--- config.mk ---
export PLATFORM = sky130hd
export DESIGN_NAME = icache_cfg_regs_flat
export DESIGN_NICKNAME = d
export VERILOG_FILES = /design/src/icache_bus_pkg.sv /design/src/icache_ifs.sv /design/src/icache_cfg_regs.sv /design/src/flat_wrapper.sv
export SDC_FILE = /design/constraint.sdc
export NUM_CORES = 1
export LEC_CHECK = 0
export BUFFER_PORTS_ARGS = -buffer_cell sky130_fd_sc_hd__buf_2
export CAP_MARGIN = 20
export CORE_MARGIN = 5
export CORE_UTILIZATION = 56
export CTS_CLUSTER_SIZE = 24
export DETAILED_ROUTE_END_ITERATION = 10
export GPL_ROUTABILITY_DRIVEN = 0
export PLACE_DENSITY = 0.8
export SLEW_MARGIN = 40
export SYNTH_ARGS = -nofsm -noshare
export SYNTH_HDL_FRONTEND = slang
export SYNTH_SLANG_ARGS = --single-unit
--- constraint.sdc ---
create_clock -name clk -period 2.3 [get_ports clk]
set_clock_uncertainty 0.15 [all_clocks]
set_input_delay 0 -clock clk [delete_from_list [all_inputs] [get_ports clk]]
set_output_delay 0 -clock clk [all_outputs]
set_load 0.02 [all_outputs]
--- src/icache_bus_pkg.sv ---
//////////////////////////////
// memory side carries two 64 bit beats per line only
// register map is four words, no byte enables
//////////////////////////////
package icache_bus_pkg;

    localparam int ADDR_W = 32;

    // refill burst shape
    localparam int BEAT_W         = 64;
    localparam int BEATS_PER_LINE = 2;
    localparam int BEAT_IDX_W     = $clog2(BEATS_PER_LINE);

    // register port
    localparam int CSR_ADDR_W = 2;

    localparam logic [CSR_ADDR_W-1:0] REG_CTRL   = 2'd0;
    localparam logic [CSR_ADDR_W-1:0] REG_STATUS = 2'd1;
    localparam logic [CSR_ADDR_W-1:0] REG_HITS   = 2'd2;
    localparam logic [CSR_ADDR_W-1:0] REG_MISSES = 2'd3;

    localparam int CTRL_EN_BIT     = 0;
    localparam int CTRL_FLUSH_BIT  = 1;
    localparam int STATUS_BUSY_BIT = 0;

    typedef logic [31:0] csr_word_t;

endpackage

--- src/icache_ifs.sv ---


// configuration block to controller
interface cache_cfg_if ();

    logic enable;
    logic flush_req;
    logic flush_ack;
    logic hit_pulse;     // one cycle per hitting fetch
    logic miss_pulse;    // one cycle per missing or bypassed fetch

    modport cfg (
        output enable,
        output flush_req,
        input  flush_ack,
        input  hit_pulse,
        input  miss_pulse
    );

    modport ctrl (
        input  enable,
        input  flush_req,
        output flush_ack,
        output hit_pulse,
        output miss_pulse
    );

endinterface

--- src/icache_cfg_regs.sv ---
`timescale 1ns/1ns
//////////////////////////////
// reads are combinational, writes land on the next edge
// counters saturate and are read only
//////////////////////////////
module icache_cfg_regs import icache_bus_pkg::*; (
    input  logic                  clk,
    input  logic                  rst,
    input  logic                  csr_wr_i,
    input  logic [CSR_ADDR_W-1:0] csr_addr_i,
    input  csr_word_t             csr_wdata_i,
    output csr_word_t             csr_rdata_o,
    cache_cfg_if.cfg              cfg
);

    logic      enable_q;
    logic      flush_req_q;
    logic      busy;
    csr_word_t hits_q;
    csr_word_t misses_q;

    assign busy          = flush_req_q || cfg.flush_ack;    // until ack falls
    assign cfg.enable    = enable_q;
    assign cfg.flush_req = flush_req_q;

    always_ff @(posedge clk) begin
        if (rst) begin
            enable_q    <= 1'b1;
            flush_req_q <= 1'b0;
            hits_q      <= '0;
            misses_q    <= '0;
        end else begin
            if (csr_wr_i && csr_addr_i == REG_CTRL) begin
                enable_q <= csr_wdata_i[CTRL_EN_BIT];
                if (csr_wdata_i[CTRL_FLUSH_BIT] && !busy) begin
                    flush_req_q <= 1'b1;
                end
            end
            if (flush_req_q && cfg.flush_ack) begin
                flush_req_q <= 1'b0;
            end
            if (cfg.hit_pulse && hits_q != '1) begin
                hits_q <= hits_q + 1'b1;
            end
            if (cfg.miss_pulse && misses_q != '1) begin
                misses_q <= misses_q + 1'b1;
            end
        end
    end

    always_comb begin
        csr_rdata_o = '0;
        case (csr_addr_i)
            REG_CTRL:   csr_rdata_o[CTRL_EN_BIT] = enable_q;
            REG_STATUS: csr_rdata_o[STATUS_BUSY_BIT] = busy;
            REG_HITS:   csr_rdata_o = hits_q;
            REG_MISSES: csr_rdata_o = misses_q;
            default:    csr_rdata_o = '0;
        endcase
    end

endmodule

--- src/flat_wrapper.sv ---
// flat-port wrapper written by rule: the top's interface ports become plain ports
module icache_cfg_regs_flat import icache_bus_pkg::*;
  (clk, rst, csr_wr_i, csr_addr_i, csr_wdata_i, csr_rdata_o, cfg_enable, cfg_flush_req, cfg_flush_ack, cfg_hit_pulse, cfg_miss_pulse);
  cache_cfg_if cfg_i ();
  input  logic clk;
  input  logic rst;
  input  logic csr_wr_i;
  input  logic [CSR_ADDR_W-1:0] csr_addr_i;
  input  csr_word_t csr_wdata_i;
  output csr_word_t csr_rdata_o;
  output wire logic [$bits(cfg_i.enable)-1:0] cfg_enable;
  output wire logic [$bits(cfg_i.flush_req)-1:0] cfg_flush_req;
  input wire logic [$bits(cfg_i.flush_ack)-1:0] cfg_flush_ack;
  input wire logic [$bits(cfg_i.hit_pulse)-1:0] cfg_hit_pulse;
  input wire logic [$bits(cfg_i.miss_pulse)-1:0] cfg_miss_pulse;
  assign cfg_enable = cfg_i.enable;
  assign cfg_flush_req = cfg_i.flush_req;
  assign cfg_i.flush_ack = cfg_flush_ack;
  assign cfg_i.hit_pulse = cfg_hit_pulse;
  assign cfg_i.miss_pulse = cfg_miss_pulse;
  icache_cfg_regs u_core (.clk(clk), .rst(rst), .csr_wr_i(csr_wr_i), .csr_addr_i(csr_addr_i), .csr_wdata_i(csr_wdata_i), .csr_rdata_o(csr_rdata_o), .cfg(cfg_i));
endmodule
==> metrics.yaml <==
status: "finished, final reports clean"
nets: 591
p_seq_share_pct: 48.6
synth_ff_type: "dfxtp_1"
cp_cell_sequence: "nand4_1 > nor4_1 > o2111ai_2 > nor3_1 > mux2_2"
wl_per_cell_um: 15.9
cts.path.max_buffers: 2
antenna_cells: 0
grt_max_degree: 36
syn_nets: 523
grt_pass1_vias: 3663
rows: 30
vias: 3871
fin_util_pct: 69.1
via_per_inst: 5.96
slew_viol_final: 0
die_area_um2: 8900
ios: 74
grt_setup_unrepaired: "true"
firstDrtPassIters: 5
grt.overflow.total: 0
hpwl_um: 7580
arrival_ns: 2.32
track_usage_pct: 24.4
cp.required_ns: 2.38
numCtsBuffers: 9
synth_warnings: 0
path_delay_family: "simple AND/OR/NAND/NOR gates"
grt_pass1_wl_um: 17300
endpoint_kind: "flop"
finalHoldViolations: 0
period_share_pct: 97.4
synth_edf_count: 0
clock_latency_ns: 0.34
power_switching_w: 0.000544
wl_um: 10400
finalNonFillerCells: 650
cts_tree: "built"
dp.cells: 627
synth_cell_type_count: 56
drt_iter0_markers: 129
period_needed_ns: 2.24
worst-path-buf-inv: 0
fmax_mhz: 447
seq_area_frac_synth_pct: 33.2
clkPwrFrac_pct: 45.7
drtAntennaViolNets: 0
antenna_found_initial: 0
start_kind: "flop"
cp_max_fo: 6
switching_share_pct: 22.7
fp.dieW_um: 94.4
power_density_nw_per_um2: 504
syn_area_um2: 3990
cts.sinks: 66
cp_slowest_cell: "dfxtp_1"
maxCapViolCount: 0
p_leak_nw: 1.79
vdd_ir_drop_max_v: 0.000361
synthToLayoutAreaGrowth_pct: 19.1
setup_viol: 0
setup_tns_ns: 0
drive_gt1_share_pct: 21.8
p_int_w: 0.00185
drc: 0
core_um2: 6870
start_util_pct: 58.0
tightest_slew_ns: 0.762
path_clk_slew_ns: 0.07
slowest_delay_ns: 0.43
die_y_um: 94.4
ys_ff_latch: 66
portBuffers: 43
p_total_w: 0.00239
crit_type: "flop to flop"
synth.avg_cell_area_um2: 8.28
syn_inst: 481
async_reset_ff_share_pct: 0
root_buffer: "clkbuf_8"
htree_levels: 3
hold_class: "primary input to flop"
comb_power_share_pct: 5.7
maxSlewHeadroom_pct: 49.2
-- routing by layer --
metal  wire, µm  track usage, %  share of wire [%]
met2       5160            41.3                 50
met4        192            10.2                1.9
met5          0               0                  0
met1       4470            30.9                 43
met3        521            3.98                5.0
-- area by class of cell --
| class | instances | area [µm²] |
|---|---|---|
| clock inverters | 5 | 77.6 |
| fillers | 587 | 2120 |
| inverters | 14 | 52.6 |
| repair buffers | 81 | 515 |
| multi-input cells | 377 | 2510 |
| flip-flops and latches | 66 | 1320 |
| clock buffers | 11 | 141 |
| well taps | 96 | 120 |
-- final timing paths --
path              cells after the start  slack (ns)                  end                start
setup reg to reg                      5        0.06  u_core.misses_q[31]  u_core.misses_q[10]
hold reg to reg                       2        0.38    u_core.hits_q[31]    u_core.hits_q[31]
setup / recovery                      5        0.06  u_core.misses_q[31]  u_core.misses_q[10]
hold / removal                        4       0.007    u_core.hits_q[11]        cfg_hit_pulse
-- tightest hold or removal path, cell delays in order --
cell,delay [ns]
buf_2,0.14
o31ai_4,0.07
nor3_1,0.05
mux2_2,0.20
-- sequential cells by signal, summed over array words and instances, names as in the netlist --
| signal | count |
|---|---|
| u_core.cfg.enable | 1 |
| u_core.hits_q | 32 |
| u_core.misses_q | 32 |
| u_core.cfg.flush_req | 1 |
-- power by group through the flow --
stage	sequential (W)	combinational (W)	clock, W
detailed placement	0.00119	0.000128	0
floorplan	0.00119	0.0000929	0
global route	0.00116	0.000147	0.00117
CTS	0.00116	0.000135	0.00110
global placement	0.00119	0.000124	0
finish	0.00116	0.000136	0.00109
-- what timing repair did --
action,4_1_cts,5_1_grt
hold buffers,6,0
resized for setup,0,5
setup endpoints to repair,0,14
endpoints found under the hold margin,9,0
setup buffers,0,1
-- synth_stat cells (all sizes together) (15+ instances only) --
| master | instances | area (µm²) |
|---|---|---|
| a21oi | 34 | 170 |
| clkbuf | 16 | 60.1 |
| dfxtp | 66 | 1320 |
| mux2i | 33 | 330 |
| nand2 | 25 | 93.8 |
| nand3 | 22 | 110 |
| nand4 | 20 | 153 |
| nor2 | 42 | 158 |
| nor2b | 45 | 282 |
| o21ai | 28 | 140 |
| or3 | 25 | 156 |
| or4 | 15 | 113 |
-- cells in the final DEF (no fill, tap or decap), types with 6 or more instances in the layout --
master          n
dfxtp_1        65
xnor2_1         8
or3_1          25
clkbuf_8       10
nand4_1        17
dlygate4sd3_1   6
mux2i_1        33
buf_4          32
nand3_1        22
nor3_1          9
buf_2          43
o21ai_0        28
o31ai_1         6
nor2b_1        45
nor2_1         42
inv_1          14
nand2_1        25
mux2_2          6
a21oi_1        34
or4_1          14
and4_1          7
-- stage by stage --
| step | worst slack, ns | hold WS, ns | instance area (µm²) |
|---|---|---|---|
| finish | 0.0607 | 0.00655 | 4740 |
| global route | -0.0779 | 0.0231 | 4740 |
| CTS | 0.0808 | 0.00542 | 4720 |
| detailed placement | 0.104 | 0.0326 | 4440 |
| global placement | 0.166 | 0.0279 | 4440 |
| floorplan | 0.220 | -0.0707 | 3990 |
-- cell families (layout without fill, tap and decap cells) --
group | count (synthesis) | in the layout | synth area share [%]
fa+ha+maj | 2 | 2 | 0.628
buf+inv | 38 | 111 | 4.11
flops | 66 | 66 | 33.2
mux | 43 | 43 | 11.7
simple gates | 235 | 235 | 34.2
compound gates | 84 | 84 | 13.4
xor+xnor | 13 | 13 | 2.86
Note: power is estimated with default switching activity, not from simulation.
