[config.mk]
export PLATFORM = sky130hd
export DESIGN_NAME = refill_master_flat
export DESIGN_NICKNAME = d
export VERILOG_FILES = /design/src/icache_pkg.sv /design/src/icache_bus_pkg.sv /design/src/icache_ifs.sv /design/src/refill_master.sv /design/src/flat_wrapper.sv
export SDC_FILE = /design/constraint.sdc
export NUM_CORES = 1
export LEC_CHECK = 0
export ABC_CLOCK_PERIOD_IN_PS = 3810
export BUFFER_PORTS_ARGS = -buffer_cell sky130_fd_sc_hd__buf_2
export CELL_PAD_IN_SITES_DETAIL_PLACEMENT = 1
export CELL_PAD_IN_SITES_GLOBAL_PLACEMENT = 2
export CORE_ASPECT_RATIO = 1.25
export CORE_MARGIN = 2
export CORE_UTILIZATION = 28
export CTS_CLUSTER_DIAMETER = 150
export DETAILED_ROUTE_END_ITERATION = 16
export PLACE_DENSITY = 0.73
export SYNTH_ARGS = -nofsm -noshare
export SYNTH_HDL_FRONTEND = slang
export SYNTH_SLANG_ARGS = --single-unit
[constraint.sdc]
create_clock -name clk -period 3.81 [get_ports clk]
set_input_delay 0.381 -clock clk [delete_from_list [all_inputs] [get_ports clk]]
set_output_delay 0.381 -clock clk [all_outputs]
set_load 0.05 [all_outputs]
[src/icache_pkg.sv]
//////////////////////////////
// cache geometry is fixed: 8 ways, 128 sets, 16 byte lines
// address fields assume a 32 bit fetch address
//////////////////////////////
package icache_pkg;

    localparam int NUM_WAYS = 8;
    localparam int NUM_SETS = 128;

    // fetch address split
    localparam int TAG_W    = 21;
    localparam int INDEX_W  = 7;
    localparam int OFFSET_W = 4;

    localparam int LINE_W = 128;    // one full line returned per fetch

    typedef logic [LINE_W-1:0]  line_t;
    typedef logic [TAG_W-1:0]   tag_t;
    typedef logic [INDEX_W-1:0] index_t;
    typedef logic [2:0]         way_sel_t;    // binary way number

endpackage

[src/icache_bus_pkg.sv]
//////////////////////////////
// memory side carries two 64 bit beats per line only
// register map is four words, no byte enables
//////////////////////////////
package icache_bus_pkg;

    localparam int ADDR_W = 32;

    // refill burst shape
    localparam int BEAT_W         = 64;
    localparam int BEATS_PER_LINE = 2;
    localparam int BEAT_IDX_W     = $clog2(BEATS_PER_LINE);

    // register port
    localparam int CSR_ADDR_W = 2;

    localparam logic [CSR_ADDR_W-1:0] REG_CTRL   = 2'd0;
    localparam logic [CSR_ADDR_W-1:0] REG_STATUS = 2'd1;
    localparam logic [CSR_ADDR_W-1:0] REG_HITS   = 2'd2;
    localparam logic [CSR_ADDR_W-1:0] REG_MISSES = 2'd3;

    localparam int CTRL_EN_BIT     = 0;
    localparam int CTRL_FLUSH_BIT  = 1;
    localparam int STATUS_BUSY_BIT = 0;

    typedef logic [31:0] csr_word_t;

endpackage

[src/icache_ifs.sv]
`timescale 1ns/1ns
//////////////////////////////
// both links use a four-phase req/ack handshake
// a new req may rise only after ack has fallen
//////////////////////////////

// controller to refill engine
interface refill_if import icache_pkg::*, icache_bus_pkg::*; ();

    logic              fill_req;
    logic [ADDR_W-1:0] line_addr;    // line aligned, held while fill_req is high
    line_t             line;         // held while fill_ack is high
    logic              fill_ack;

    modport ctrl (
        output fill_req,
        output line_addr,
        input  line,
        input  fill_ack
    );

    modport refill (
        input  fill_req,
        input  line_addr,
        output line,
        output fill_ack
    );

endinterface


[src/refill_master.sv]
`timescale 1ns/1ns
//////////////////////////////
// two-beat bursts only, no error responses
// every valid beat is taken, beat 0 lands in the low half
//////////////////////////////
module refill_master import icache_bus_pkg::*; (
    input  logic              clk,
    input  logic              rst,
    output logic              mem_req_valid_o,
    output logic [ADDR_W-1:0] mem_req_addr_o,
    input  logic              mem_req_ready_i,
    input  logic              mem_rvalid_i,
    input  logic [BEAT_W-1:0] mem_rdata_i,
    input  logic              mem_rlast_i,
    refill_if.refill          fill
);

    typedef enum logic [1:0] {
        R_IDLE,
        R_ADDR,
        R_DATA,
        R_ACK
    } rstate_t;

    rstate_t                               state_q;
    logic [BEAT_IDX_W-1:0]                 beat_cnt_q;
    logic [BEATS_PER_LINE-1:0][BEAT_W-1:0] beats_q;
    logic                                  fill_ack_q;

    assign fill.line     = beats_q;
    assign fill.fill_ack = fill_ack_q;

    always_ff @(posedge clk) begin
        if (rst) begin
            state_q         <= R_IDLE;
            mem_req_valid_o <= 1'b0;
            fill_ack_q      <= 1'b0;
            beat_cnt_q      <= '0;
        end else begin
            case (state_q)
                R_IDLE: begin
                    if (fill.fill_req) begin
                        mem_req_valid_o <= 1'b1;
                        beat_cnt_q      <= '0;
                        state_q         <= R_ADDR;
                    end
                end
                R_ADDR: begin
                    if (mem_req_ready_i) begin    // address phase done
                        mem_req_valid_o <= 1'b0;
                        state_q         <= R_DATA;
                    end
                end
                R_DATA: begin
                    if (mem_rvalid_i) begin
                        beat_cnt_q <= beat_cnt_q + 1'b1;
                        if (mem_rlast_i) begin
                            fill_ack_q <= 1'b1;
                            state_q    <= R_ACK;
                        end
                    end
                end
                R_ACK: begin
                    if (!fill.fill_req) begin    // line held until req drops
                        fill_ack_q <= 1'b0;
                        state_q    <= R_IDLE;
                    end
                end
                default: begin
                    state_q <= R_IDLE;
                end
            endcase
        end
    end

    always_ff @(posedge clk) begin
        if (state_q == R_IDLE && fill.fill_req) begin
            mem_req_addr_o <= fill.line_addr;
        end
        if (state_q == R_DATA && mem_rvalid_i) begin
            beats_q[beat_cnt_q] <= mem_rdata_i;
        end
    end

endmodule

[src/flat_wrapper.sv]
// flat-port wrapper written by rule: the top's interface ports become plain ports
module refill_master_flat import icache_bus_pkg::*;
  (clk, rst, mem_req_valid_o, mem_req_addr_o, mem_req_ready_i, mem_rvalid_i, mem_rdata_i, mem_rlast_i, fill_fill_req, fill_line_addr, fill_line, fill_fill_ack);
  refill_if fill_i ();
  input  logic clk;
  input  logic rst;
  output logic mem_req_valid_o;
  output logic [ADDR_W-1:0] mem_req_addr_o;
  input  logic mem_req_ready_i;
  input  logic mem_rvalid_i;
  input  logic [BEAT_W-1:0] mem_rdata_i;
  input  logic mem_rlast_i;
  input wire logic [$bits(fill_i.fill_req)-1:0] fill_fill_req;
  input wire logic [$bits(fill_i.line_addr)-1:0] fill_line_addr;
  output wire logic [$bits(fill_i.line)-1:0] fill_line;
  output wire logic [$bits(fill_i.fill_ack)-1:0] fill_fill_ack;
  assign fill_i.fill_req = fill_fill_req;
  assign fill_i.line_addr = fill_line_addr;
  assign fill_line = fill_i.line;
  assign fill_fill_ack = fill_i.fill_ack;
  refill_master u_core (.clk(clk), .rst(rst), .mem_req_valid_o(mem_req_valid_o), .mem_req_addr_o(mem_req_addr_o), .mem_req_ready_i(mem_req_ready_i), .mem_rvalid_i(mem_rvalid_i), .mem_rdata_i(mem_rdata_i), .mem_rlast_i(mem_rlast_i), .fill(fill_i));
endmodule
==> metrics.txt <==
r2r endpoint u_core.fill.line[22]; peak per-stage delay on the critical path 0.57 ns; area added between synthesis and finish 42.9%; part of the total power dissipated in sequential elements 0.471; slew at the pin closest to its max-slew limit 0.884 ns; synthesized-area fraction occupied by and/or/nand/nor cells 0.0138; Starting DRT DRC Count 118; number of unique standard cell types used by synthesis 20; peak fanout along the critical path 26; cts bufs inserted 17; post-route cell area 0.00738 mm^2; worst setup path class reg -> reg; via count 3019; summed negative setup slack over all endpoints 0 ns; all-layer global routing usage 0.132; setup fix buffers added after clock tree synthesis 0; Clock Sink Count 165; Post-Synth Adder-Cell Area 0.0145; combinational cell fraction of total power 0.184; critical path startpoint category flop; endpoint kind of the worst setup timing path flop; Final GP Congestion 0.744; share of layout cells above drive strength 1 0.598; Critical Path RT 3.91 ns; Synthesis Warnings 0; clock insertion delay at the later pin of the skew report 0.42 ns; number of iterations in the first detailed-routing pass 3; Post-Place Cell Area 0.00680 mm^2; number of nets in the layout 598; setup-violating endpoint count in the final report 0; final core area utilization 0.408; Buffers on Ports 263; die footprint 0.0196 mm^2; grt total ovfl 0; worst-case clock skew 0.00816 ns; worst hold path class in -> reg; number of pins exceeding their max-slew limit in the final report 0; Synth Area in Compound Gates 0.0177; cells resized by post-CTS repair 0; main combinational cell family by area after synthesis compound AO/OA/AOI/OAI gates; Worst setup startpoint u_core.state_q[0]; Final Hold Violating Endpoints 0; average instance area after synthesis 25.2 um^2; number of storage elements in the synthesis netlist 165; core box area 0.0181 mm^2; max-cap violation count 0; Fill cells 1861; syn nets 313; Register-to-Register Setup Slack 1.63 ns; power per cell area 642 mW/mm^2; xor-xnor portion of the synthesized cell area 0; Psw 0.00150 W; Final ANT Viol Nets 0; Slowest cell on crit path nor2_4; Post-Synthesis Cell Area 0.00516 mm^2; worst-case clock buffer depth 2; io pins 264; worst IR drop on VDD 0.302 mV; average vias per placed instance 4.12; launching point of the worst reg2reg path u_core.state_q[0]; result of the run completed; Internal Power 0.00324 W; crit path capture u_core.fill.line[22]; Detail Placement HPWL 9.78 mm; x dimension of the die 125 um; initial standard-cell utilization of the core 0.285; f_max 0.459 GHz; unrepaired setup endpoints after global routing no; net switching fraction of the power 0.316; DRC Markers 0; routed wire length per instance 17.5 um; final cycle utilization of the critical path 0.572; global-route wire length before repair 19.3 mm; count of H-tree levels built during CTS 4; clock-pin slew reported for the worst setup and hold paths after clock tree synthesis 0.07 ns; antenna violations before repair 2; largest net degree at the start of global routing 65; fraction of power consumed by the clock network 0.345; Lkg Pwr 2.95 nW; crit path cell chain inv_1 -> ha_1 -> nand2_1 -> nor2_4 -> buf_4; clk root buf clkbuf_16; worst reg-to-reg path cell count 5; TritonCTS clock tree built; share of cell area taken by muxes after synthesis 0; detailed-route wire length 12.8 mm; slew margin rel. 0.410; standard-cell row count 55; number of standard cells after synthesis 205; Period minus WS final 2.18 ns; number of global-route vias before repair 3315; worst endpoint data arrival time 2.28 ns; vertical extent of the die 156 um; Seq/Total Area, Yosys 0.950; number of hold buffers added after CTS 0
==> cell type report <==
class / count / area (um^2) / share of cell area
inverter: 6 / 22.5 / 0.00305
timing repair buffer: 266 / 1340 / 0.181
tap: 228 / 285 / 0.0387
clock inverter: 15 / 153 / 0.0207
multi-input combinational: 34 / 249 / 0.0337
sequential: 165 / 4900 / 0.665
antenna: 1 / 2.50 / 0.000339
clock buffer: 17 / 425 / 0.0576
==> sequential cells by signal, summed over array words and instances (netlist names) <==
register and count:
u_core.fill.line 128, u_core.mem_req_addr_o 32, u_core.state_q 2, u_core.beat_cnt_q 1, u_core.fill.fill_ack 1, u_core.mem_req_valid_o 1
==> per-layer routing <==
metal,vias to the layer above,global-route usage,routed length (um)
li1,1392,-,-
met1,1434,0.140,4500
met2,166,0.226,6690
met3,25,0.0634,1310
met4,2,0.0561,262
met5,-,0,16
==> worst min path at each step <==
stage / from / end / slack, ns / cells past startpoint
after floorplan: rst / u_core.beat_cnt_q / 0.45 / 1
after global placement: u_core.fill.fill_ack / u_core.fill.fill_ack / 0.48 / 2
after detailed placement: u_core.fill.fill_ack / u_core.fill.fill_ack / 0.49 / 2
after CTS: fill_line_addr[17] / u_core.mem_req_addr_o[17] / 0.10 / 1
after global routing: fill_line_addr[26] / u_core.mem_req_addr_o[26] / 0.10 / 1
final: fill_line_addr[25] / u_core.mem_req_addr_o[25] / 0.13 / 1
==> critical path: cells and delay by family (launching register included) <==
family | cells | cell delay, ns
adder cells (fa/ha/maj) | 1 | 0.25
buffers and inverters | 2 | 0.56
flip-flops | 1 | 0.34
AND/OR/NAND/NOR | 2 | 0.68
==> power by group through the flow <==
stage	Combinational [W]	Sequential (W)	Clock (W)
detailed placement	0.000885	0.00228	0
global route	0.000928	0.00225	0.00177
floorplan	0.000173	0.00272	0
finish	0.000872	0.00223	0.00164
global placement	0.000859	0.00227	0
CTS	0.000886	0.00224	0.00169
==> through the flow <==
stage / setup WS (ns) / total power (W) / hold WS (ns) / cells
global placement: 1.65 / 0.00313 / 0.481 / 699
finish: 1.63 / 0.00474 / 0.132 / 732
floorplan: 1.02 / 0.00289 / 0.450 / 205
global route: 1.39 / 0.00495 / 0.102 / 731
CTS: 1.55 / 0.00482 / 0.102 / 731
detailed placement: 1.57 / 0.00316 / 0.488 / 699
==> layout by cell type (no fill, tap or decap), drive strengths merged <==
master	Yosys	routed
nand2b	1	1
o41ai	1	1
nor2	4	4
and3	1	1
clkinv	0	4
and2	1	1
diode	0	1
a21oi	5	5
dfxtp	5	5
a22oi	1	1
a31oi	1	1
ha	6	6
o211ai	1	1
o311a	1	1
or2	1	1
clkbuf	0	17
o21ai	3	3
edfxtp	160	160
nor2b	3	3
clkinvlp	0	3
inv	6	14
buf	0	266
a2111o	1	1
nand2	3	3
==> cell usage after synthesis, drive strengths merged <==
cell type / n / area (um^2)
and2: 1 / 6.26
dfxtp: 5 / 100
a21oi: 5 / 25.0
o21ai: 3 / 15.0
inv: 6 / 22.5
o41ai: 1 / 8.76
nor2b: 3 / 18.8
a22oi: 1 / 7.51
nor2: 4 / 15.0
nand2b: 1 / 6.26
a2111o: 1 / 11.3
o211ai: 1 / 7.51
and3: 1 / 7.51
edfxtp: 160 / 4800
or2: 1 / 6.26
a31oi: 1 / 6.26
nand2: 3 / 11.3
o311a: 1 / 10.0
ha: 6 / 75.1
==> logic make-up (layout without fill, tap and decap cells) <==
logic type | count (synthesis) | in the layout
compound gates | 14 | 14
fa+ha+maj | 6 | 6
buf+inv | 6 | 304
flops | 165 | 165
other cells | 0 | 1
simple gates | 14 | 14
(Power assumes the default switching activity.)
