`src/icache_pkg.sv`:
```
//////////////////////////////
// cache geometry is fixed: 8 ways, 128 sets, 16 byte lines
// address fields assume a 32 bit fetch address
//////////////////////////////
package icache_pkg;

    localparam int NUM_WAYS = 8;
    localparam int NUM_SETS = 128;

    // fetch address split
    localparam int TAG_W    = 21;
    localparam int INDEX_W  = 7;
    localparam int OFFSET_W = 4;

    localparam int LINE_W = 128;    // one full line returned per fetch

    typedef logic [LINE_W-1:0]  line_t;
    typedef logic [TAG_W-1:0]   tag_t;
    typedef logic [INDEX_W-1:0] index_t;
    typedef logic [2:0]         way_sel_t;    // binary way number

endpackage

```
`src/icache_bus_pkg.sv`:
```
//////////////////////////////
// memory side carries two 64 bit beats per line only
// register map is four words, no byte enables
//////////////////////////////
package icache_bus_pkg;

    localparam int ADDR_W = 32;

    // refill burst shape
    localparam int BEAT_W         = 64;
    localparam int BEATS_PER_LINE = 2;
    localparam int BEAT_IDX_W     = $clog2(BEATS_PER_LINE);

    // register port
    localparam int CSR_ADDR_W = 2;

    localparam logic [CSR_ADDR_W-1:0] REG_CTRL   = 2'd0;
    localparam logic [CSR_ADDR_W-1:0] REG_STATUS = 2'd1;
    localparam logic [CSR_ADDR_W-1:0] REG_HITS   = 2'd2;
    localparam logic [CSR_ADDR_W-1:0] REG_MISSES = 2'd3;

    localparam int CTRL_EN_BIT     = 0;
    localparam int CTRL_FLUSH_BIT  = 1;
    localparam int STATUS_BUSY_BIT = 0;

    typedef logic [31:0] csr_word_t;

endpackage

```
`src/icache_ifs.sv`:
```
`timescale 1ns/1ns
//////////////////////////////
// both links use a four-phase req/ack handshake
// a new req may rise only after ack has fallen
//////////////////////////////

// controller to refill engine
interface refill_if import icache_pkg::*, icache_bus_pkg::*; ();

    logic              fill_req;
    logic [ADDR_W-1:0] line_addr;    // line aligned, held while fill_req is high
    line_t             line;         // held while fill_ack is high
    logic              fill_ack;

    modport ctrl (
        output fill_req,
        output line_addr,
        input  line,
        input  fill_ack
    );

    modport refill (
        input  fill_req,
        input  line_addr,
        output line,
        output fill_ack
    );

endinterface

// configuration block to controller
interface cache_cfg_if ();

    logic enable;
    logic flush_req;
    logic flush_ack;
    logic hit_pulse;     // one cycle per hitting fetch
    logic miss_pulse;    // one cycle per missing or bypassed fetch

    modport cfg (
        output enable,
        output flush_req,
        input  flush_ack,
        input  hit_pulse,
        input  miss_pulse
    );

    modport ctrl (
        input  enable,
        input  flush_req,
        output flush_ack,
        output hit_pulse,
        output miss_pulse
    );

endinterface

```
`src/icache_ctrl.sv`:
```
`timescale 1ns/1ns
//////////////////////////////
// one fetch in flight; a hit answers two edges after acceptance
// enable is sampled once per fetch, at acceptance
// flush is served only when idle with no fetch pending
//////////////////////////////
module icache_ctrl import icache_pkg::*, icache_bus_pkg::*; (
    input  logic                clk,
    input  logic                rst,
    input  logic                fetch_valid_i,
    input  logic [ADDR_W-1:0]   fetch_addr_i,
    output logic                fetch_ready_o,
    output line_t               fetch_data_o,
    output index_t              tag_addr_o,
    output logic [NUM_WAYS-1:0] tag_we_o,
    output tag_t                tag_wdata_o,
    input  tag_t                tag_rdata_i [NUM_WAYS],
    output logic [NUM_WAYS-1:0] data_we_o,
    output line_t               data_wdata_o,
    input  line_t               data_rdata_i [NUM_WAYS],
    refill_if.ctrl              fill,
    cache_cfg_if.ctrl           cfg
);

    typedef enum logic [2:0] {
        S_IDLE,
        S_LOOKUP,
        S_RESPOND,
        S_FILL,
        S_FLUSH
    } state_t;

    state_t                            state_q;
    logic [ADDR_W-1:0]                 req_addr_q;
    logic                              use_cache_q;    // enable seen at acceptance
    line_t                             resp_line_q;
    logic [NUM_SETS-1:0][NUM_WAYS-1:0] valid_q;
    way_sel_t                          rand_way_q;
    way_sel_t                          victim_q;
    logic                              fill_req_q;
    logic                              flush_ack_q;

    tag_t                req_tag;
    index_t              req_index;
    logic [NUM_WAYS-1:0] hit_vec;
    logic                hit;
    way_sel_t            hit_way;
    way_sel_t            victim_way;
    logic [NUM_WAYS-1:0] way_we;

    assign req_tag   = req_addr_q[ADDR_W-1 -: TAG_W];
    assign req_index = req_addr_q[OFFSET_W +: INDEX_W];

    // arrays see the incoming index while idle so lookup has data one edge later
    assign tag_addr_o = (state_q == S_IDLE) ? fetch_addr_i[OFFSET_W +: INDEX_W] : req_index;

    // tag compare, one-hot to binary, and victim choice
    always_comb begin
        hit_way    = '0;
        victim_way = rand_way_q;    // all valid: counter picks
        for (int w = 0; w < NUM_WAYS; w++) begin
            hit_vec[w] = use_cache_q && valid_q[req_index][w] && (tag_rdata_i[w] == req_tag);
            if (hit_vec[w]) begin
                hit_way = way_sel_t'(w);
            end
        end
        for (int w = NUM_WAYS - 1; w >= 0; w--) begin
            if (!valid_q[req_index][w]) begin
                victim_way = way_sel_t'(w);    // lowest invalid wins
            end
        end
    end

    assign hit = |hit_vec;

    // victim written at the edge where fill_ack is seen
    always_comb begin
        way_we = '0;
        if (state_q == S_FILL && fill.fill_ack && use_cache_q) begin
            way_we[victim_q] = 1'b1;
        end
    end

    assign tag_we_o     = way_we;
    assign data_we_o    = way_we;
    assign tag_wdata_o  = req_tag;
    assign data_wdata_o = fill.line;

    assign fetch_ready_o  = (state_q == S_RESPOND);
    assign fetch_data_o   = resp_line_q;
    assign fill.fill_req  = fill_req_q;
    assign fill.line_addr = {req_addr_q[ADDR_W-1:OFFSET_W], {OFFSET_W{1'b0}}};
    assign cfg.flush_ack  = flush_ack_q;
    assign cfg.hit_pulse  = (state_q == S_LOOKUP) && hit;
    assign cfg.miss_pulse = (state_q == S_LOOKUP) && !hit;

    always_ff @(posedge clk) begin
        if (rst) begin
            rand_way_q <= '0;
        end else begin
            rand_way_q <= rand_way_q + 1'b1;    // free running
        end
    end

    always_ff @(posedge clk) begin
        if (rst) begin
            state_q     <= S_IDLE;
            fill_req_q  <= 1'b0;
            flush_ack_q <= 1'b0;
            use_cache_q <= 1'b0;
            valid_q     <= '0;
        end else begin
            case (state_q)
                S_IDLE: begin
                    if (fetch_valid_i) begin
                        use_cache_q <= cfg.enable;
                        state_q     <= S_LOOKUP;
                    end else if (cfg.flush_req) begin
                        valid_q     <= '0;    // every set at once
                        flush_ack_q <= 1'b1;
                        state_q     <= S_FLUSH;
                    end
                end
                S_LOOKUP: begin
                    if (hit) begin
                        state_q <= S_RESPOND;
                    end else begin
                        fill_req_q <= 1'b1;
                        state_q    <= S_FILL;
                    end
                end
                S_FILL: begin
                    if (fill.fill_ack) begin
                        fill_req_q <= 1'b0;
                        if (use_cache_q) begin
                            valid_q[req_index][victim_q] <= 1'b1;
                        end
                        state_q <= S_RESPOND;
                    end
                end
                S_RESPOND: begin
                    state_q <= S_IDLE;
                end
                S_FLUSH: begin
                    if (!cfg.flush_req) begin
                        flush_ack_q <= 1'b0;
                        state_q     <= S_IDLE;
                    end
                end
                default: begin
                    state_q <= S_IDLE;
                end
            endcase
        end
    end

    // request address, response line, chosen victim
    always_ff @(posedge clk) begin
        if (state_q == S_IDLE && fetch_valid_i) begin
            req_addr_q <= fetch_addr_i;
        end
        if (state_q == S_LOOKUP) begin
            resp_line_q <= data_rdata_i[hit_way];
            victim_q    <= victim_way;
        end
        if (state_q == S_FILL && fill.fill_ack) begin
            resp_line_q <= fill.line;
        end
    end

endmodule

```
`src/flat_wrapper.sv`:
```
// flat-port wrapper written by rule: the top's interface ports become plain ports
module icache_ctrl_flat import icache_pkg::*, icache_bus_pkg::*;
  (clk, rst, fetch_valid_i, fetch_addr_i, fetch_ready_o, fetch_data_o, tag_addr_o, tag_we_o, tag_wdata_o, tag_rdata_i, data_we_o, data_wdata_o, data_rdata_i, fill_fill_req, fill_line_addr, fill_line, fill_fill_ack, cfg_enable, cfg_flush_req, cfg_flush_ack, cfg_hit_pulse, cfg_miss_pulse);
  refill_if fill_i ();
  cache_cfg_if cfg_i ();
  input  logic clk;
  input  logic rst;
  input  logic fetch_valid_i;
  input  logic [ADDR_W-1:0] fetch_addr_i;
  output logic fetch_ready_o;
  output line_t fetch_data_o;
  output index_t tag_addr_o;
  output logic [NUM_WAYS-1:0] tag_we_o;
  output tag_t tag_wdata_o;
  input  tag_t tag_rdata_i[NUM_WAYS];
  output logic [NUM_WAYS-1:0] data_we_o;
  output line_t data_wdata_o;
  input  line_t data_rdata_i[NUM_WAYS];
  output wire logic [$bits(fill_i.fill_req)-1:0] fill_fill_req;
  output wire logic [$bits(fill_i.line_addr)-1:0] fill_line_addr;
  input wire logic [$bits(fill_i.line)-1:0] fill_line;
  input wire logic [$bits(fill_i.fill_ack)-1:0] fill_fill_ack;
  input wire logic [$bits(cfg_i.enable)-1:0] cfg_enable;
  input wire logic [$bits(cfg_i.flush_req)-1:0] cfg_flush_req;
  output wire logic [$bits(cfg_i.flush_ack)-1:0] cfg_flush_ack;
  output wire logic [$bits(cfg_i.hit_pulse)-1:0] cfg_hit_pulse;
  output wire logic [$bits(cfg_i.miss_pulse)-1:0] cfg_miss_pulse;
  assign fill_fill_req = fill_i.fill_req;
  assign fill_line_addr = fill_i.line_addr;
  assign fill_i.line = fill_line;
  assign fill_i.fill_ack = fill_fill_ack;
  assign cfg_i.enable = cfg_enable;
  assign cfg_i.flush_req = cfg_flush_req;
  assign cfg_flush_ack = cfg_i.flush_ack;
  assign cfg_hit_pulse = cfg_i.hit_pulse;
  assign cfg_miss_pulse = cfg_i.miss_pulse;
  icache_ctrl u_core (.clk(clk), .rst(rst), .fetch_valid_i(fetch_valid_i), .fetch_addr_i(fetch_addr_i), .fetch_ready_o(fetch_ready_o), .fetch_data_o(fetch_data_o), .tag_addr_o(tag_addr_o), .tag_we_o(tag_we_o), .tag_wdata_o(tag_wdata_o), .tag_rdata_i(tag_rdata_i), .data_we_o(data_we_o), .data_wdata_o(data_wdata_o), .data_rdata_i(data_rdata_i), .fill(fill_i), .cfg(cfg_i));
endmodule
```
`config.mk`:
```
export PLATFORM = sky130hd
export DESIGN_NAME = icache_ctrl_flat
export DESIGN_NICKNAME = d
export VERILOG_FILES = /design/src/icache_pkg.sv /design/src/icache_bus_pkg.sv /design/src/icache_ifs.sv /design/src/icache_ctrl.sv /design/src/flat_wrapper.sv
export SDC_FILE = /design/constraint.sdc
export NUM_CORES = 2
export LEC_CHECK = 0
export ABC_AREA = 1
export BUFFER_PORTS_ARGS = -buffer_cell sky130_fd_sc_hd__buf_4
export CORE_AREA = 4 4 653 655
export CTS_BUF_LIST = sky130_fd_sc_hd__clkbuf_4
export DETAILED_ROUTE_END_ITERATION = 8
export DIE_AREA = 0 0 657 659
export GPL_TIMING_DRIVEN = 0
export PLACE_DENSITY = 0.35
export SKIP_CTS_REPAIR_TIMING = 1
export SYNTH_ARGS = -nofsm -noshare
export SYNTH_HDL_FRONTEND = slang
export SYNTH_SLANG_ARGS = --single-unit
```
`constraint.sdc`:
```
create_clock -name clk -period 8.1 [get_ports clk]
set_clock_uncertainty 0.1 [all_clocks]
set_input_delay 2.43 -clock clk [delete_from_list [all_inputs] [get_ports clk]]
set_output_delay 2.43 -clock clk [all_outputs]
set_load 0.03 [all_outputs]
```
==> results by group <==
Pwr
  – Tot Pwr: 0.01822 W
  – Combinational fraction of design power: 31.9%
  – Net Switching: 0.007670 W
  – Clock share of power: 33.5%
  – VDD IR max: 0.1586 mV
  – Pint: 0.01055 W
  – Sw frac: 42.10%
  – P_leak: 38.74 nW
  – Power per cell area: 199.3 nW/um^2
  – Register share of total power: 34.6%

Synthesis
  – Post-synth ARST share: 0%
  – Commonest cells in the netlist: nand2_1, nand3_1, inv_1
  – Syn. warnings: 0
  – Avg Inst Size Synth: 6.355 um^2
  – Post-synth EDFFs: 159
  – Synthesized instance count: 10240
  – Sequential area share after synthesis: 39.11%
  – Top-area cell type share of the netlist area: 31.77%
  – Top FF cell, synth: dfxtp_1
  – Most numerous cell in the Yosys netlist: nand2_1
  – Yosys top cell by area: dfxtp_1
  – Ranking of synthesized cells by area: dfxtp_1, nand2_1, nand3_1
  – FF+latch count, synth: 1192
  – Cell variety after synth: 47
  – Post-Syn Area: 65080 um^2

Route
  – Drt drc: 0
  – Via count: 84780
  – DRT Pass-1 Iters: 6
  – Final wirelength: 691300 um
  – Vias per cell: 4.648
  – WL/cell: 37.90 um
  – Final ANT Viol Nets: 0
  – Initial drt markers: 10450

STA
  – Post-route minimum period: 8207 ps
  – Max-slew headroom: -5.582%
  – Worst-Margin Slew: 1584 ps
  – RSZ-0062 raised after global routing: yes
  – Final Hold Fails: 0
  – Setup ws final: -107.0 ps
  – Final slew viol count: 32
  – F_max: 121.8 MHz
  – Setup violations, final: 4
  – Final period utilization: 101.3%

Placed design
  – Placed inst area: 85280 um^2
  – RePlAce Congestion: 1.030
  – Worst slack at placement: -2202 ps
  – IO buf count: 1685
  – Final HPWL DP: 560700 um

Finish
  – Reg area: 25450 um^2
  – Share of cells above drive strength 1: 22.90%
  – Fin nets: 13730
  – Layout area overhead: 40.48%
  – Fillers: 49090
  – Area of the multi-input gates: 31670 um^2
  – Final Cell Area: 91430 um^2
  – Final core occ: 21.78%

Worst setup path
  – Critical Path AT: 5680 ps
  – Worst Path Class, Setup: reg -> out
  – Crit-path max FO: 10
  – CP bufs+invs: 4
  – Peak per-stage delay on the critical path: 560 ps
  – Slowest cell on the critical path: clkbuf_2
  – Worst reg2reg path depth: 26
  – Most common cell on crit path: nand2_1
  – Crit. path cell count: 17
  – Worst setup SP type: register
  – Crit end category: output pin
  – CP Cell Sequence: buf_4 > nor2_4 > clkbuf_2 > nand3_1 > nand2_1 > o21ai_1 > nand2_1 > nor2_2 > nor2_1 > nor2_2 > nand2_2 > nand2_1 > nand2_1 > nor2_4 > nand3_4 > inv_1 > buf_6
  – Worst path top cell family by delay: simple AND/OR/NAND/NOR gates
  – Worst EP required: 5570 ps

Clock tree
  – TritonCTS clock tree: yes
  – CTS sink cnt: 1192
  – H-tree levels: 5
  – Cts bufs inserted: 368
  – Clk_lat worst skew: 1510 ps
  – Clk buf depth: 4
  – CTS Root Buffer Type: clkbuf_4
  – CTS clk-pin slew, worst paths: 60 ps

Global route
  – GRT Overall Usage: 30.37%
  – Initial antenna violation count: 201
  – Grt ovf: 0
  – Vias in the first global route: 77760
  – First-pass GRT wire length: 855900 um
  – Largest net degree at the start of global routing: 48

Status
  – Failing checks: capacitance limit, slew limit, setup timing
  – Status: finished, violations left

Floorplan
  – Std-Cell Rows: 238
  – Initial Utilization: 15.50%
  – Horiz. Die Dim: 657 um
  – Core Footprint: 419900 um^2
  – DIE AREA: 433000 um^2
  – Die height: 659 um
  – Ports: 1695

Min path
  – Worst Hold Class: reg -> reg
  – Hold Path Depth: 2

Run
  – Max_cap viols: 4
==> placed cells by master, fill, tap and decap left out, types with 16 or more instances in the layout <==
cell type,count
clkbuf_1,329
buf_1,53
dfxtp_1,1033
o21ai_0,162
or2_2,40
buf_2,154
a22oi_1,50
diode_2,145
xnor2_1,16
o211ai_1,16
nor2_2,19
nor3_1,48
nand3_1,1178
nor2_1,734
nand4_1,75
a21oi_1,1075
o2111ai_1,22
o22ai_1,164
nand2_1,3288
xor2_1,22
nor4_1,29
buf_4,1907
buf_12,28
clkinv_1,44
clkbuf_2,40
inv_1,1133
buf_6,40
edfxtp_1,159
clkbuf_4,525
==> sequential cells by signal (all words and copies together), names as in the netlist, 3 cells and up <==
signal and count:
u_core.valid_q 1024, u_core.state_q 3, u_core.fetch_data_o 128, u_core.req_addr_q 28, u_core.victim_q 3, u_core.rand_way_q 3
==> metrics by stage <==
stage | hold WS (ps) | cells | setup TNS (ps)
floorplan | 314.3 | 10250 | 0
global placement | 339.2 | 17450 | -616630
detailed placement | 345.0 | 17470 | -70600
CTS | 353.3 | 18050 | -73960
global route | 365.5 | 18150 | -281.7
finish | 352.2 | 18240 | -177.6
==> final timing paths <==
path,start,to,slack [ps]
worst min register to register,u_core.valid_q[195],u_core.valid_q[195],350
worst max register to register,u_core.req_addr_q[5],u_core.fetch_data_o[92],120
worst max-delay path,u_core.req_addr_q[5],cfg_miss_pulse,-110
worst min-delay path,u_core.valid_q[195],u_core.valid_q[195],350
==> layout make-up <==
cell class                 count  area share (%)
antenna                      145          0.3969
buffer                       842           5.288
clock buffer                 501           4.114
clock inverter                74          0.5748
inverter                    1148           4.740
multi-input combinational   7061           34.63
sequential                  1192           27.84
tap                         5520           7.554
timing repair buffer        1757           14.86
==> power by group through the flow <==
stage	combinational [W]	sequential, W	clock, W
2_1_floorplan	0.00176	0.00661	0
3_3_place_gp	0.00540	0.00650	0
3_5_place_dp	0.00546	0.00645	0
4_1_cts	0.00547	0.00632	0.00624
5_1_grt	0.00583	0.00630	0.00652
6_report	0.00581	0.00630	0.00611
==> per-layer routing <==
| metal | track usage (%) | share of wire, % | vias up |
|---|---|---|---|
| li1 | - | - | 37150 |
| met1 | 36.01 | 39 | 41620 |
| met2 | 48.78 | 46 | 4720 |
| met3 | 7.789 | 8.3 | 1220 |
| met4 | 19.30 | 7.1 | 74 |
| met5 | 0 | 0.072 | - |
==> worst register-to-register path, cell delays in order (launching register included) <==
cell and delay (ps):
edfxtp_1 320, buf_4 210, nor2_4 140, clkbuf_2 560
nand3_1 370, nand2_1 90, o21ai_1 280, nand2_1 230
nor2_2 280, nor2_1 150, nor2_2 340, nand2_2 240
nand2_1 150, nand2_1 60, nand2_1 60, nand2_1 50
nand2_1 60, nand2_1 380, buf_16 360, nand2_1 650
buf_2 780, buf_2 400, nand2_1 80, nand3_1 430
nand3_1 160, nand3_1 580, nand2_1 170
==> cells by family after synthesis <==
logic type	after synthesis	share of synthesized area (%)
AO/OA/AOI/OAI	1534	12.67
other	1	0.005762
buffers and inverters	1993	12.91
multiplexers	2	0.03460
XOR/XNOR	38	0.5113
AND/OR/NAND/NOR	5481	34.75
adder cells (fa/ha/maj)	1	0.01922
flip-flops	1192	39.11
No activity file was read; power rests on OpenSTA's default activity.
